<file path="src/gfx_fb_pkg.sv">
package gfx_fb_pkg;

  // Coordinate and colour widths of the pixel stream.
  localparam int unsigned H_WIDTH = 12;
  localparam int unsigned V_WIDTH = 12;
  localparam int unsigned PIXEL_WIDTH = 12;

  // AXI4 write bus widths.
  localparam int unsigned AXI_ADDR_WIDTH = 20;
  localparam int unsigned AXI_DATA_WIDTH = 16;
  localparam int unsigned AXI_ID_WIDTH = 4;

  // Pixel index to byte address scaling, log2 of the bytes per data word.
  localparam int unsigned WORD_SHIFT = $clog2(AXI_DATA_WIDTH / 8);

  localparam logic [1:0] AXI_BURST_INCR = 2'b01;
  localparam logic [1:0] AXI_RESP_OKAY = 2'b00;

  // One pixel command from the upstream renderer.
  typedef struct packed {
    logic [H_WIDTH-1:0]     x;
    logic [V_WIDTH-1:0]     y;
    logic [PIXEL_WIDTH-1:0] pixel;
  } gfx_pix_t;

  // One AW request.
  typedef struct packed {
    logic [AXI_ADDR_WIDTH-1:0] addr;
    logic [AXI_ID_WIDTH-1:0]   id;
  } fb_aw_t;

  // One W beat. Strobe and last are constant and are made at the port.
  typedef struct packed {
    logic [AXI_DATA_WIDTH-1:0] data;
  } fb_w_t;

  // A clipped pixel with its byte address, ready for the write master.
  typedef struct packed {
    logic [AXI_ADDR_WIDTH-1:0] addr;
    logic [AXI_DATA_WIDTH-1:0] data;
  } fb_cmd_t;

endpackage

</file>
<file path="src/gfx_fb_fifo.sv">
`timescale 1ns/1ps

module gfx_fb_fifo #(
  parameter type T = logic [7:0],
  parameter int unsigned DEPTH = 4
) (
  input  logic clk,
  input  logic rst_n,
  input  logic in_valid,
  output logic in_ready,
  input  T     in_data,
  output logic out_valid,
  input  logic out_ready,
  output T     out_data
);

  localparam int unsigned PTR_W = (DEPTH > 1) ? $clog2(DEPTH) : 1;
  localparam int unsigned CNT_W = $clog2(DEPTH + 1);

  T mem [DEPTH];

  logic [PTR_W-1:0] wr_ptr;
  logic [PTR_W-1:0] rd_ptr;
  logic [CNT_W-1:0] count;
  logic [CNT_W-1:0] count_next;
  logic             push;
  logic             pop;

  assign push = in_valid && in_ready;
  assign pop  = out_valid && out_ready;

  assign count_next = count + CNT_W'(push) - CNT_W'(pop);

  // The head entry comes straight out of the storage array.
  assign out_valid = (count != '0);
  assign out_data  = mem[rd_ptr];

  always_ff @(posedge clk) begin
    if (push) begin
      mem[wr_ptr] <= in_data;
    end
  end

  always_ff @(posedge clk) begin
    if (!rst_n) begin
      wr_ptr   <= '0;
      rd_ptr   <= '0;
      count    <= '0;
      in_ready <= 1'b0;
    end else begin
      if (push) begin
        wr_ptr <= (wr_ptr == PTR_W'(DEPTH - 1)) ? '0 : wr_ptr + 1'b1;
      end
      if (pop) begin
        rd_ptr <= (rd_ptr == PTR_W'(DEPTH - 1)) ? '0 : rd_ptr + 1'b1;
      end
      count <= count_next;
      // Ready is registered, so it looks one cycle ahead at the fill level.
      in_ready <= (count_next != CNT_W'(DEPTH));
    end
  end

  a_no_write_full: assert property (
    @(posedge clk) disable iff (!rst_n)
    push |-> count < CNT_W'(DEPTH)
  ) else $error("FIFO written while full");

  // A read from an empty FIFO would wrap the count past DEPTH.
  a_count_range: assert property (
    @(posedge clk) disable iff (!rst_n)
    count <= CNT_W'(DEPTH)
  ) else $error("FIFO count out of range, read while empty");

endmodule

</file>
<file path="src/gfx_fb_addr.sv">
`timescale 1ns/1ps

module gfx_fb_addr (
  input  logic                                  clk,
  input  logic                                  rst_n,
  input  logic [gfx_fb_pkg::H_WIDTH-1:0]        h_visible,
  input  logic [gfx_fb_pkg::V_WIDTH-1:0]        v_visible,
  input  logic [gfx_fb_pkg::AXI_ADDR_WIDTH-1:0] fb_base,
  input  logic                                  pix_valid,
  output logic                                  pix_ready,
  input  gfx_fb_pkg::gfx_pix_t                  pix,
  output logic                                  cmd_valid,
  input  logic                                  cmd_ready,
  output gfx_fb_pkg::fb_cmd_t                   cmd
);

  import gfx_fb_pkg::*;

  logic [H_WIDTH+V_WIDTH-1:0] row_off;
  logic [H_WIDTH+V_WIDTH:0]   pix_index;
  logic [AXI_ADDR_WIDTH-1:0]  byte_off;
  logic                       in_range;
  logic                       take;
  fb_cmd_t                    cmd_next;

  assign in_range = (pix.x < h_visible) && (pix.y < v_visible);

  // Row-major layout: one row is h_visible words long.
  assign row_off   = pix.y * h_visible;
  assign pix_index = row_off + pix.x;
  assign byte_off  = AXI_ADDR_WIDTH'(pix_index << WORD_SHIFT);

  assign cmd_next.addr = fb_base + byte_off;
  assign cmd_next.data = AXI_DATA_WIDTH'(pix.pixel);

  // The output register is free when empty or when its entry leaves this cycle.
  assign pix_ready = !cmd_valid || cmd_ready;
  assign take      = pix_valid && pix_ready;

  always_ff @(posedge clk) begin
    if (!rst_n) begin
      cmd_valid <= 1'b0;
    end else if (take) begin
      // Clipped pixels are popped but leave the register empty.
      cmd_valid <= in_range;
    end else if (cmd_ready) begin
      cmd_valid <= 1'b0;
    end
  end

  always_ff @(posedge clk) begin
    if (take && in_range) begin
      cmd <= cmd_next;
    end
  end

  a_cmd_stable: assert property (
    @(posedge clk) disable iff (!rst_n)
    cmd_valid && !cmd_ready |=> cmd_valid && $stable(cmd)
  ) else $error("Command changed while stalled");

endmodule

</file>
<file path="src/gfx_fb_axi_wr.sv">
`timescale 1ns/1ps

module gfx_fb_axi_wr #(
  parameter int unsigned MAX_OUTSTANDING = 8,
  parameter int unsigned W_DEPTH = 4
) (
  input  logic                                    clk,
  input  logic                                    rst_n,

  input  logic                                    cmd_valid,
  output logic                                    cmd_ready,
  input  gfx_fb_pkg::fb_cmd_t                     cmd,

  output logic                                    m_axi_awvalid,
  input  logic                                    m_axi_awready,
  output gfx_fb_pkg::fb_aw_t                      m_axi_aw,
  output logic [7:0]                              m_axi_awlen,
  output logic [2:0]                              m_axi_awsize,
  output logic [1:0]                              m_axi_awburst,

  output logic                                    m_axi_wvalid,
  input  logic                                    m_axi_wready,
  output logic [gfx_fb_pkg::AXI_DATA_WIDTH-1:0]   m_axi_wdata,
  output logic [gfx_fb_pkg::AXI_DATA_WIDTH/8-1:0] m_axi_wstrb,
  output logic                                    m_axi_wlast,

  input  logic                                    m_axi_bvalid,
  output logic                                    m_axi_bready,
  input  logic [gfx_fb_pkg::AXI_ID_WIDTH-1:0]     m_axi_bid,
  input  logic [1:0]                              m_axi_bresp,

  output logic [7:0]                              err_count
);

  import gfx_fb_pkg::*;

  localparam int unsigned OST_W = $clog2(MAX_OUTSTANDING + 1);
  localparam int unsigned N_IDS = 2 ** AXI_ID_WIDTH;

  logic [OST_W-1:0]        outstanding;
  logic [AXI_ID_WIDTH-1:0] next_id;
  logic [N_IDS-1:0]        id_pending;
  logic                    aw_free;
  logic                    w_free;
  logic                    slot_free;
  logic                    accept;
  logic                    b_hs;
  fb_w_t                   w_in;
  fb_w_t                   w_out;

  // Single-beat incrementing writes of one full data word.
  assign m_axi_awlen   = 8'd0;
  assign m_axi_awsize  = 3'(WORD_SHIFT);
  assign m_axi_awburst = AXI_BURST_INCR;
  assign m_axi_wstrb   = '1;
  assign m_axi_wlast   = 1'b1;

  assign aw_free   = !m_axi_awvalid || m_axi_awready;
  assign slot_free = (outstanding < OST_W'(MAX_OUTSTANDING));
  assign cmd_ready = slot_free && w_free && aw_free;
  assign accept    = cmd_valid && cmd_ready;
  assign b_hs      = m_axi_bvalid && m_axi_bready;

  // AW register. The W beat goes to its own FIFO in the same cycle.
  always_ff @(posedge clk) begin
    if (!rst_n) begin
      m_axi_awvalid <= 1'b0;
      next_id       <= '0;
    end else if (accept) begin
      m_axi_awvalid <= 1'b1;
      next_id       <= next_id + 1'b1;
    end else if (m_axi_awready) begin
      m_axi_awvalid <= 1'b0;
    end
  end

  always_ff @(posedge clk) begin
    if (accept) begin
      m_axi_aw.addr <= cmd.addr;
      m_axi_aw.id   <= next_id;
    end
  end

  assign w_in.data   = cmd.data;
  assign m_axi_wdata = w_out.data;

  gfx_fb_fifo #(
    .T     (fb_w_t),
    .DEPTH (W_DEPTH)
  ) i_w_fifo (
    .clk       (clk),
    .rst_n     (rst_n),
    .in_valid  (accept),
    .in_ready  (w_free),
    .in_data   (w_in),
    .out_valid (m_axi_wvalid),
    .out_ready (m_axi_wready),
    .out_data  (w_out)
  );

  always_ff @(posedge clk) begin
    if (!rst_n) begin
      outstanding  <= '0;
      m_axi_bready <= 1'b0;
      err_count    <= '0;
    end else begin
      m_axi_bready <= 1'b1;
      if (accept && !b_hs) begin
        outstanding <= outstanding + 1'b1;
      end else if (b_hs && !accept) begin
        outstanding <= outstanding - 1'b1;
      end
      if (b_hs && (m_axi_bresp != AXI_RESP_OKAY) && (err_count != 8'hff)) begin
        err_count <= err_count + 1'b1;
      end
    end
  end

  // IDs of writes that still wait for their response.
  always_ff @(posedge clk) begin
    if (!rst_n) begin
      id_pending <= '0;
    end else begin
      id_pending <= (id_pending | (N_IDS'(accept) << next_id))
                  & ~(N_IDS'(b_hs) << m_axi_bid);
    end
  end

  a_ost_max: assert property (
    @(posedge clk) disable iff (!rst_n)
    outstanding <= OST_W'(MAX_OUTSTANDING)
  ) else $error("Outstanding writes above limit");

  a_aw_stable: assert property (
    @(posedge clk) disable iff (!rst_n)
    m_axi_awvalid && !m_axi_awready |=> m_axi_awvalid && $stable(m_axi_aw)
  ) else $error("AW request changed before awready");

  a_bid_known: assert property (
    @(posedge clk) disable iff (!rst_n)
    b_hs |-> id_pending[m_axi_bid]
  ) else $error("B response for an ID with no write in flight");

endmodule

</file>
<file path="src/gfx_fb.sv">
`timescale 1ns/1ps

module gfx_fb #(
  parameter int unsigned IN_DEPTH = 4,
  parameter int unsigned MAX_OUTSTANDING = 8,
  parameter int unsigned W_DEPTH = 4
) (
  input  logic                                    clk,
  input  logic                                    rst_n,

  input  logic                                    s_gfx_valid,
  output logic                                    s_gfx_ready,
  input  gfx_fb_pkg::gfx_pix_t                    s_gfx,

  input  logic [gfx_fb_pkg::H_WIDTH-1:0]          h_visible,
  input  logic [gfx_fb_pkg::V_WIDTH-1:0]          v_visible,
  input  logic [gfx_fb_pkg::AXI_ADDR_WIDTH-1:0]   fb_base,

  output logic                                    m_axi_awvalid,
  input  logic                                    m_axi_awready,
  output gfx_fb_pkg::fb_aw_t                      m_axi_aw,
  output logic [7:0]                              m_axi_awlen,
  output logic [2:0]                              m_axi_awsize,
  output logic [1:0]                              m_axi_awburst,

  output logic                                    m_axi_wvalid,
  input  logic                                    m_axi_wready,
  output logic [gfx_fb_pkg::AXI_DATA_WIDTH-1:0]   m_axi_wdata,
  output logic [gfx_fb_pkg::AXI_DATA_WIDTH/8-1:0] m_axi_wstrb,
  output logic                                    m_axi_wlast,

  input  logic                                    m_axi_bvalid,
  output logic                                    m_axi_bready,
  input  logic [gfx_fb_pkg::AXI_ID_WIDTH-1:0]     m_axi_bid,
  input  logic [1:0]                              m_axi_bresp,

  output logic [7:0]                              err_count
);

  import gfx_fb_pkg::*;

  logic     pix_valid;
  logic     pix_ready;
  gfx_pix_t pix;
  logic     cmd_valid;
  logic     cmd_ready;
  fb_cmd_t  cmd;

  gfx_fb_fifo #(
    .T     (gfx_pix_t),
    .DEPTH (IN_DEPTH)
  ) i_in_fifo (
    .clk       (clk),
    .rst_n     (rst_n),
    .in_valid  (s_gfx_valid),
    .in_ready  (s_gfx_ready),
    .in_data   (s_gfx),
    .out_valid (pix_valid),
    .out_ready (pix_ready),
    .out_data  (pix)
  );

  gfx_fb_addr i_addr (
    .clk       (clk),
    .rst_n     (rst_n),
    .h_visible (h_visible),
    .v_visible (v_visible),
    .fb_base   (fb_base),
    .pix_valid (pix_valid),
    .pix_ready (pix_ready),
    .pix       (pix),
    .cmd_valid (cmd_valid),
    .cmd_ready (cmd_ready),
    .cmd       (cmd)
  );

  gfx_fb_axi_wr #(
    .MAX_OUTSTANDING (MAX_OUTSTANDING),
    .W_DEPTH         (W_DEPTH)
  ) i_axi_wr (
    .clk           (clk),
    .rst_n         (rst_n),
    .cmd_valid     (cmd_valid),
    .cmd_ready     (cmd_ready),
    .cmd           (cmd),
    .m_axi_awvalid (m_axi_awvalid),
    .m_axi_awready (m_axi_awready),
    .m_axi_aw      (m_axi_aw),
    .m_axi_awlen   (m_axi_awlen),
    .m_axi_awsize  (m_axi_awsize),
    .m_axi_awburst (m_axi_awburst),
    .m_axi_wvalid  (m_axi_wvalid),
    .m_axi_wready  (m_axi_wready),
    .m_axi_wdata   (m_axi_wdata),
    .m_axi_wstrb   (m_axi_wstrb),
    .m_axi_wlast   (m_axi_wlast),
    .m_axi_bvalid  (m_axi_bvalid),
    .m_axi_bready  (m_axi_bready),
    .m_axi_bid     (m_axi_bid),
    .m_axi_bresp   (m_axi_bresp),
    .err_count     (err_count)
  );

endmodule

</file>
<file path="config.mk">
export PLATFORM = sky130hd
export DESIGN_NAME = gfx_fb
export DESIGN_NICKNAME = d
export VERILOG_FILES = /design/src/gfx_fb_pkg.sv /design/src/gfx_fb_fifo.sv /design/src/gfx_fb_addr.sv /design/src/gfx_fb_axi_wr.sv /design/src/gfx_fb.sv
export SDC_FILE = /design/constraint.sdc
export NUM_CORES = 1
export LEC_CHECK = 0
export BUFFER_PORTS_ARGS = -buffer_cell sky130_fd_sc_hd__clkbuf_2
export CAP_MARGIN = 5
export CORE_AREA = 10 10 205 207
export CTS_BUF_LIST = sky130_fd_sc_hd__clkbuf_4
export DETAILED_ROUTE_END_ITERATION = 8
export DIE_AREA = 0 0 215 217
export PLACE_DENSITY = 0.64
export SETUP_SLACK_MARGIN = 0.3
export SLEW_MARGIN = 40
export SYNTH_ARGS = -nofsm -noshare
export SYNTH_HDL_FRONTEND = slang
export SYNTH_SLANG_ARGS = --single-unit
</file>
<file path="constraint.sdc">
create_clock -name clk -period 8.8 [get_ports clk]
set_clock_uncertainty 0.15 [all_clocks]
set_input_delay 0.88 -clock clk [delete_from_list [all_inputs] [get_ports clk]]
set_output_delay 0.88 -clock clk [all_outputs]
set_load 0.02 [all_outputs]
</file>
==> results of run 1 <==
==> sequential cells by signal (all words and copies together) (netlist names), named ones only <==
signal                      cells
i_in_fifo.mem                 144
i_axi_wr.i_w_fifo.mem          48
i_addr.cmd                     32
i_axi_wr.m_axi_aw              24
i_axi_wr.err_count              8
i_axi_wr.next_id                4
i_axi_wr.outstanding            4
i_axi_wr.i_w_fifo.count         3
i_in_fifo.count                 3
i_axi_wr.i_w_fifo.rd_ptr        2
i_axi_wr.i_w_fifo.wr_ptr        2
i_in_fifo.rd_ptr                2
i_in_fifo.wr_ptr                2
i_addr.cmd_valid                1
i_axi_wr.i_w_fifo.in_ready      1
i_axi_wr.m_axi_awvalid          1
i_axi_wr.m_axi_bready           1
i_in_fifo.in_ready              1
==> metrics by stage <==
stage	area [µm²]	hold slack, ps
4_1_cts	18600	94.5
6_report	18600	196
5_1_grt	18600	106
3_3_place_gp	17700	253
3_5_place_dp	17700	255
2_1_floorplan	16500	250
==> area by class of cell <==
type | instances | area [µm²]
Antenna cell | 4 | 10.0
Clock buffer | 111 | 833
Clock inverter | 17 | 114
Fill cell | 3438 | 19500
Inverter | 207 | 777
Multi-Input combinational cell | 716 | 7250
Sequential cell | 287 | 8230
Tap cell | 518 | 648
Timing Repair Buffer | 148 | 777
==> logic make-up (layout without fill, tap and decap cells) <==
logic type      Yosys count  in the layout  share of synthesized area
flops                   287            287                      0.500
simple gates            270            270                     0.0850
buf+inv                 261            483                     0.0648
fa+ha+maj               215            215                      0.212
compound gates          108            108                     0.0426
mux                      53             53                     0.0687
xor+xnor                 50             50                     0.0266
other cells               2             24                   0.000456
==> how the worst min path moves through the flow <==
stage / from / endpoint / slack [ps] / cells past startpoint
2_1_floorplan: i_addr.cmd[22] / i_axi_wr.m_axi_aw[10] / 250 / 0
6_report: s_gfx[29] / i_in_fifo.mem[3][29] / 200 / 1
4_1_cts: s_gfx[29] / i_in_fifo.mem[3][29] / 90 / 1
3_5_place_dp: i_addr.cmd[22] / i_axi_wr.m_axi_aw[10] / 250 / 0
3_3_place_gp: i_addr.cmd[18] / i_axi_wr.m_axi_aw[6] / 250 / 0
5_1_grt: s_gfx[29] / i_in_fifo.mem[3][29] / 110 / 1
==> layer usage <==
layer,GRT usage,up-vias,share of wire
met4,0.0505,4,0.020
met1,0.184,4596,0.46
met2,0.229,222,0.46
li1,-,4646,-
met3,0.0394,56,0.058
met5,0,-,0.00095
==> worst max-delay path: stages (launching register included) <==
cell and delay [ps]:
dfxtp_2 550, buf_4 280, mux4_2 700, and2_1 240
fa_1 500, inv_1 50, fa_1 530, inv_1 50
ha_1 290, ha_1 330, fa_1 570, inv_1 60
fa_1 450, nor2b_1 140, o21ai_0 110, a21boi_0 440
o21ai_0 120, nor2b_1 150, xnor2_1 130, ha_1 340
nand2_1 70, o31ai_1 430, o21ai_0 230, o21ai_0 320
a31oi_1 140, xnor2_1 130
==> layout by cell type, fill, tap and decap left out, types with 37 or more instances in the layout <==
cell type / synthesis / layout
dfxtp_1: 39 / 37
fa_1: 107 / 107
and2_1: 85 / 85
clkbuf_4: 0 / 111
nand2_1: 88 / 88
inv_1: 207 / 206
edfxtp_1: 248 / 248
mux4_2: 48 / 48
ha_1: 108 / 108
clkbuf_2: 0 / 135
==> flow_metrics.py, run 1 <==
metrics = {
    "clocking": {
        "numCtsBuffers": 76,
        "clk_latency_ps": 750,
        "numClockSinks": 287,
        "cts_tree": "done",
        "cts_setup_buffers": 0,
        "cts-root-buf": "clkbuf_4",
        "cts_hold_buf": 0,
        "clk_pin_slew_ps": 70,
        "cts_buffer_depth": 3,
        "cts_resized": 0,
        "cts_max_level": 3,
    },
    "setup_path": {
        "r2r_cells": 25,
        "cp-end-kind": "flop",
        "critPathMaxFanout": 13,
        "r2r_setup_slack_ps": 1020,
        "endpoint": "i_addr.cmd[35]",
        "r2r_end": "i_addr.cmd[35]",
        "cp-start-kind": "flop",
        "worstPathArrival_ps": 8060,
        "required_ps": 9080,
        "criticalPathCategory": "flop to flop",
    },
    "detailed_routing": {
        "wl_mm": 32.5,
        "first_pass_iters": 4,
        "vias": 9524,
        "initialDrtViolationCount": 445,
        "drc": 0,
        "ant_nets": 0,
        "drt-vias-per-instance": 4.74,
        "routedWlPerCell_um": 16.2,
    },
    "global_route": {
        "grt_pass1_vias": 10300,
        "antenna_found_initial": 5,
        "grt_pass1_wl_mm": 53.5,
        "grt_max_degree": 36,
        "track_usage": 0.143,
        "gr-total-overflow": 0,
    },
    "timing": {
        "fin_crit_sh": 0.884,
        "max_slew.worst_pin.slew_ps": 786,
        "rsz0062_at_grt": "false",
        "fin_ws_ps": 1020,
        "clock.fmax_ghz": 0.129,
        "drv_slew": 0,
        "period_needed_ps": 7780,
        "max-slew-margin-rel": 0.476,
        "tns_ps": 0,
        "finalSetupViolations": 0,
        "hold_viol": 0,
    },
    "die": {
        "num_rows": 72,
        "fp.dieW_um": 215,
        "start_util": 0.432,
        "die_y_um": 217,
        "die-area_um2": 46700,
        "core-area_um2": 38100,
        "ios": 160,
    },
    "synthesis": {
        "synth_area_leaders": "edfxtp_1, fa_1, ha_1",
        "synth_top_cell_area_share": 0.452,
        "synth_area_um2": 16500,
        "synth.largest_area_cell": "edfxtp_1",
        "ys_seq_area_frac": 0.500,
        "ys_warn_count": 0,
        "yosysMostFrequentCell": "edfxtp_1",
        "netlist_instances": 1246,
        "synth_commonest_cells": "edfxtp_1, inv_1, ha_1, fa_1, nand2_1",
        "ys_ff_latch": 287,
        "synth-edff-count": 248,
        "async_flop_share": 0,
        "avgSynthCellArea_um2": 13.2,
        "synth_cell_types": 55,
        "synth_ff_type": "edfxtp_1",
    },
    "layout": {
        "finalNonFillerCells": 2008,
        "nets": 1743,
        "drive_gt1_frac": 0.218,
        "area_growth_pct": 13.2,
        "fin_util": 0.489,
    },
    "placement": {
        "port_buffers": 135,
        "gp_congestion": 0.813,
        "dp.cells": 1876,
        "hpwlAfterDp_mm": 24.5,
        "pre_cts_ws_ps": 1010,
    },
    "outcome": {
        "status": "finished clean",
    },
    "min_path": {
        "hold_path_class": "primary input to flop",
    },
    "flow_run": {
        "drv_cap": 0,
    },
}
Power of run 1 is left out: the tool's default activity adds up to more than one toggle a clock period on the data nets, which glitch-free logic cannot reach.
==> inputs of run 2 (changes only) <==
--- a/config.mk
+++ b/config.mk
@@ -12,5 +12,5 @@
 export DETAILED_ROUTE_END_ITERATION = 8
 export DIE_AREA = 0 0 215 217
-export PLACE_DENSITY = 0.64
+export PLACE_DENSITY = 0.66
 export SETUP_SLACK_MARGIN = 0.3
 export SLEW_MARGIN = 40
==> constraint.sdc (replaced) <==
create_clock -name clk -period 7.05 [get_ports clk]
set_clock_uncertainty 0.15 [all_clocks]
set_input_delay 0 -clock clk [delete_from_list [all_inputs] [get_ports clk]]
set_output_delay 0 -clock clk [all_outputs]
set_load 0.02 [all_outputs]
==> run 2 against run 1 <==
  * First-iteration DRC count up 7.2%
  * Wire length increased by 9.7%
  * Worst setup slack worse by 780 ps
  * Via count grew 9.1%
  * Sequential share of layout area fell by 4.4 points
  * Fmax is 14% higher
  * Critical path type unchanged
==> flow_metrics.py, run 2 (synthesized netlist as in run 1, its figures left out) <==
metrics = {
    "outcome": {
        "status": "finished clean",
    },
    "timing": {
        "rsz0062_at_grt": "true",
        "clock.fmax_ghz": 0.147,
        "max-slew-margin-rel": 0.543,
        "fin_crit_sh": 0.965,
        "finalSetupViolations": 0,
        "hold_viol": 0,
        "period_needed_ps": 6810,
        "max_slew.worst_pin.slew_ps": 685,
        "tns_ps": 0,
        "drv_slew": 0,
    },
    "setup_path": {
        "worstPathArrival_ps": 7160,
        "criticalPathCategory": "flop to flop",
        "path_buf_inv": 6,
        "required_ps": 7400,
        "critPathSlowestCell": "mux4_2",
        "critPathTopFamily": "adder cells",
        "max_stage_delay_ps": 570,
        "r2r_cells": 23,
        "cpMostUsedCell": "fa_1",
        "path_cells": "buf_12 -> buf_4 -> mux4_2 -> buf_4 -> buf_4 -> and2_1 -> fa_1 -> fa_1 -> fa_1 -> fa_1 -> inv_1 -> fa_1 -> inv_1 -> ha_4 -> nor2_1 -> nor2_1 -> nor2_1 -> a31oi_2 -> mux2i_1 -> o2111ai_1 -> ha_1 -> or3b_2 -> o211ai_1",
        "critPathMaxFanout": 5,
        "cp-end-kind": "flop",
        "cp.depth": 23,
        "r2r_setup_slack_ps": 240,
        "r2r_end": "i_addr.cmd[34]",
        "cp-start-kind": "flop",
    },
    "clocking": {
        "numClockSinks": 287,
        "cts-root-buf": "clkbuf_4",
        "cts_max_level": 3,
        "clk_pin_slew_ps": 70,
        "cts_tree": "done",
        "numCtsBuffers": 76,
        "clk_latency_ps": 710,
        "cts_buffer_depth": 3,
    },
    "min_path": {
        "hold_path_class": "primary input to flop",
        "hold_depth": 5,
        "hp-start": "v_visible[6]",
        "whs_endpoint": "i_addr.cmd[10]",
    },
    "detailed_routing": {
        "first_pass_iters": 5,
        "drc": 0,
        "initialDrtViolationCount": 477,
        "routedWlPerCell_um": 16.3,
        "wl_mm": 35.6,
        "vias": 10400,
        "drt-vias-per-instance": 4.76,
        "ant_nets": 0,
    },
    "global_route": {
        "grt_pass1_vias": 11100,
        "track_usage": 0.152,
        "grt_max_degree": 37,
        "grt_pass1_wl_mm": 57.6,
        "antenna_found_initial": 5,
        "gr-total-overflow": 0,
    },
    "layout": {
        "area_growth_pct": 25.8,
        "final_cell_mix": "edfxtp_1, inv_1, clkbuf_2",
        "largest-register": "i_in_fifo.mem",
        "layout_commonest_cell": "edfxtp_1",
        "nets": 1917,
        "fillers": 3165,
        "largest_reg_flops": 144,
        "reg_top3": "i_in_fifo.mem (144), i_axi_wr.i_w_fifo.mem (48), i_addr.cmd (32)",
        "drive_gt1_frac": 0.277,
    },
    "flow_run": {
        "drv_cap": 0,
    },
    "placement": {
        "hpwlAfterDp_mm": 24.8,
        "gp_congestion": 0.850,
        "port_buffers": 135,
    },
    "die": {
        "fp.dieW_um": 215,
        "core-area_um2": 38100,
        "die-area_um2": 46700,
        "start_util": 0.432,
        "die_y_um": 217,
        "ios": 160,
        "num_rows": 72,
    },
}
==> run 2: cell count changes in the layout (fill, tap and decap cells not counted), moves of 8 or more <==
cell / delta
and2_1: -12
and2_4: +12
buf_4: +51
dlygate4sd3_1: +113
ha_1: -15
ha_4: +13
inv_1: -15
inv_2: +17
o21ai_0: -12
o21ai_2: +8
==> run 2: per-layer routing <==
layer | track usage | up-vias | wire length (µm) | share of wire
met5 | 0 | - | 23 | 0.00065
met3 | 0.0383 | 46 | 1770 | 0.050
met2 | 0.249 | 244 | 17100 | 0.48
met4 | 0.0521 | 4 | 540 | 0.015
li1 | - | 5003 | - | -
met1 | 0.196 | 5098 | 16200 | 0.46
==> run 2: worst max path at each step <==
stage,startpoint,to
floorplan,flop,i_addr.cmd[35]
finish,flop,i_addr.cmd[34]
global route,flop,i_addr.cmd[34]
CTS,flop,i_addr.cmd[34]
global placement,flop,i_addr.cmd[34]
detailed placement,flop,i_addr.cmd[34]
==> run 2: repair_timing <==
action,in CTS,in global routing
hold buffers,113,0
hold endpoints to repair,278,0
gates cloned,1,0
pin swaps,23,66
buffers inserted,15,30
resized for setup,30,80
endpoints found under the setup margin,5,10
==> run 2: stage by stage <==
stage	instance area (µm²)	instances	hold WS [ps]	setup WS, ps	util
finish	20700	2183	111	244	0.543
global route	20700	2183	53.4	19.3	0.543
global placement	17800	1891	44.6	169	0.467
CTS	20200	2150	14.0	310	0.530
detailed placement	17800	1891	40.2	33.6	0.467
floorplan	16500	1264	-122	306	-
==> run 2: final cells by class <==
class	instances	area [µm²]	area share
antenna	3	7.51	0.000363
clock buffer	110	826	0.0399
clock inverter	20	114	0.00550
inverter	207	777	0.0375
multi-input combinational	716	7660	0.370
sequential	287	8230	0.398
tap	518	648	0.0313
timing repair buffer	322	2440	0.118
==> run 2: tightest hold or removal path: stages <==
cell,delay [ps]
clkbuf_2,80
inv_1,100
ha_1,180
a311oi_4,80
buf_4,280
Power of run 2 is left out for the same reason.
==> inputs of run 3 (changes only) <==
clock period = 6.05 ns   (was 7.05 ns; I/O delays follow)
==> run 3 against run 2 <==
  * The run now ends with negative setup slack left
  * Worst setup slack got worse by 730 ps
  * Fmax rose by 4.1%
  * First-iteration DRC count rose by 11%
  * Die area stayed put
  * Global-route usage is 0.25 points higher
  * Via count barely moved
  * Critical endpoint is now i_addr.cmd[35]
==> flow_metrics.py, run 3 (synthesized netlist as in run 1, its figures left out) <==
metrics = {
    "layout": {
        "largest_reg_flops": 144,
        "seq_area_um2": 8230,
        "fillers": 3153,
        "layout_commonest_cell": "edfxtp_1",
        "drive_gt1_frac": 0.297,
        "area_growth_pct": 27.1,
        "final_cell_mix": "edfxtp_1, inv_1, clkbuf_2",
        "nets": 1948,
        "finalNonFillerCells": 2211,
        "multiInputGateArea_um2": 7730,
        "largest-register": "i_in_fifo.mem",
        "reg_top3": "i_in_fifo.mem (144), i_axi_wr.i_w_fifo.mem (48), i_addr.cmd (32)",
    },
    "clocking": {
        "cts_tree": "done",
        "numCtsBuffers": 74,
        "cts-root-buf": "clkbuf_4",
        "cts_buffer_depth": 3,
        "cts_max_level": 3,
        "numClockSinks": 287,
        "clk_latency_ps": 740,
        "clk_pin_slew_ps": 60,
    },
    "detailed_routing": {
        "ant_nets": 0,
        "initialDrtViolationCount": 528,
        "wl_mm": 35.6,
        "vias": 10400,
        "routedWlPerCell_um": 16.1,
        "first_pass_iters": 4,
        "drt-vias-per-instance": 4.70,
        "drc": 0,
    },
    "die": {
        "core-area_um2": 38100,
        "start_util": 0.432,
        "ios": 160,
        "fp.dieW_um": 215,
        "num_rows": 72,
        "die_y_um": 217,
        "die-area_um2": 46700,
    },
    "setup_path": {
        "r2r_cells": 24,
        "worstPathArrival_ps": 6820,
        "max_stage_delay_ps": 550,
        "cp-end-kind": "flop",
        "path_buf_inv": 5,
        "cp-start-kind": "flop",
        "critPathSlowestCell": "mux4_2",
        "required_ps": 6340,
        "path_cells": "buf_12 -> mux4_2 -> and2_4 -> fa_1 -> inv_1 -> fa_1 -> inv_2 -> fa_1 -> fa_1 -> inv_1 -> fa_1 -> inv_2 -> ha_4 -> or3_4 -> o211ai_1 -> nand2_1 -> xor2_1 -> ha_1 -> nor2_1 -> a21oi_1 -> o21ai_2 -> o21ai_2 -> a31oi_1 -> xnor2_1",
        "critPathMaxFanout": 6,
        "cpMostUsedCell": "fa_1",
        "critPathTopFamily": "adder cells",
        "r2r_end": "i_addr.cmd[35]",
        "r2r_setup_slack_ps": -490,
        "criticalPathCategory": "flop to flop",
    },
    "timing": {
        "max_slew.worst_pin.slew_ps": 676,
        "period_needed_ps": 6540,
        "max-slew-margin-rel": 0.549,
        "hold_slack_ps": 122,
        "rsz0062_at_grt": "true",
        "tns_ps": -3200,
        "fin_ws_ps": -487,
        "clock.fmax_ghz": 0.153,
        "finalSetupViolations": 10,
        "fin_crit_sh": 1.08,
        "drv_slew": 0,
        "hold_viol": 0,
    },
    "global_route": {
        "gr-max-usage-layer": "met2",
        "grt_max_degree": 37,
        "grt_pass1_vias": 11100,
        "antenna_found_initial": 3,
        "use_met3": 0.0429,
        "gr-total-overflow": 0,
        "grt_pass1_wl_mm": 58.0,
        "gr-usage-met2": 0.252,
        "track_usage": 0.155,
        "grtUsageMet1": 0.196,
    },
    "placement": {
        "gp_congestion": 0.826,
        "port_buffers": 135,
        "pre_cts_ws_ps": -474,
        "hpwlAfterDp_mm": 25.5,
        "dp.cells": 1960,
    },
    "outcome": {
        "status": "complete, but fails checks",
        "violations": "negative setup slack",
    },
    "flow_run": {
        "drv_cap": 0,
    },
    "min_path": {
        "hold_depth": 5,
        "hold_path_class": "primary input to flop",
        "hp-start": "m_axi_wready",
    },
}
run 3: timing repair:
item / 4_1_cts / 5_1_grt
pin swaps: 28 / 26
setup buffers: 12 / 4
endpoints found under the hold margin: 359 / 0
hold buffers: 107 / 0
setup endpoints to repair: 12 / 14
cloned: 0 / 0
gates resized for setup: 45 / 32
run 3: cell type report:
cell class,count,share of cell area
flip-flops and latches,287,0.393
multi-input cells,716,0.369
diodes,2,0.000239
clock buffers,106,0.0380
inverters,207,0.0371
clock inverters,20,0.00466
repair buffers,355,0.127
well taps,518,0.0310
run 3: how the worst max path moves through the flow:
stage / startpoint / endpoint / slack (ps) / cells after the start
6_report: flop / i_addr.cmd[35] / -490 / 24
2_1_floorplan: flop / i_addr.cmd[35] / -290 / 26
5_1_grt: flop / i_addr.cmd[35] / -730 / 24
3_3_place_gp: flop / i_addr.cmd[34] / -390 / 24
3_5_place_dp: flop / i_addr.cmd[34] / -470 / 21
4_1_cts: flop / i_addr.cmd[34] / -450 / 23
run 3: metal layers:
layer  vias up  routed length [µm]
li1       5049                   -
met3        45                1980
met1      5071               15800
met5         -                  20
met4         2                 614
met2       230               17200
run 3: metrics by stage:
step | util | area (µm²)
4_1_cts | 0.544 | 20700
6_report | 0.549 | 20900
5_1_grt | 0.549 | 20900
3_5_place_dp | 0.486 | 18500
2_1_floorplan | - | 16800
3_3_place_gp | 0.486 | 18500
run 3: worst register-to-register path: stages (launching register included):
cell      delay [ps]
dfxtp_2          360
buf_12           130
mux4_2           550
and2_4           190
fa_1             530
inv_1             50
fa_1             500
inv_2             50
fa_1             460
fa_1             520
inv_1             50
fa_1             490
inv_2             40
ha_4             170
or3_4            390
o211ai_1         320
nand2_1          120
xor2_1           160
ha_1             320
nor2_1            50
a21oi_1          160
o21ai_2           90
o21ai_2          170
a31oi_1          110
xnor2_1          130
Power of run 3 is left out for the same reason.
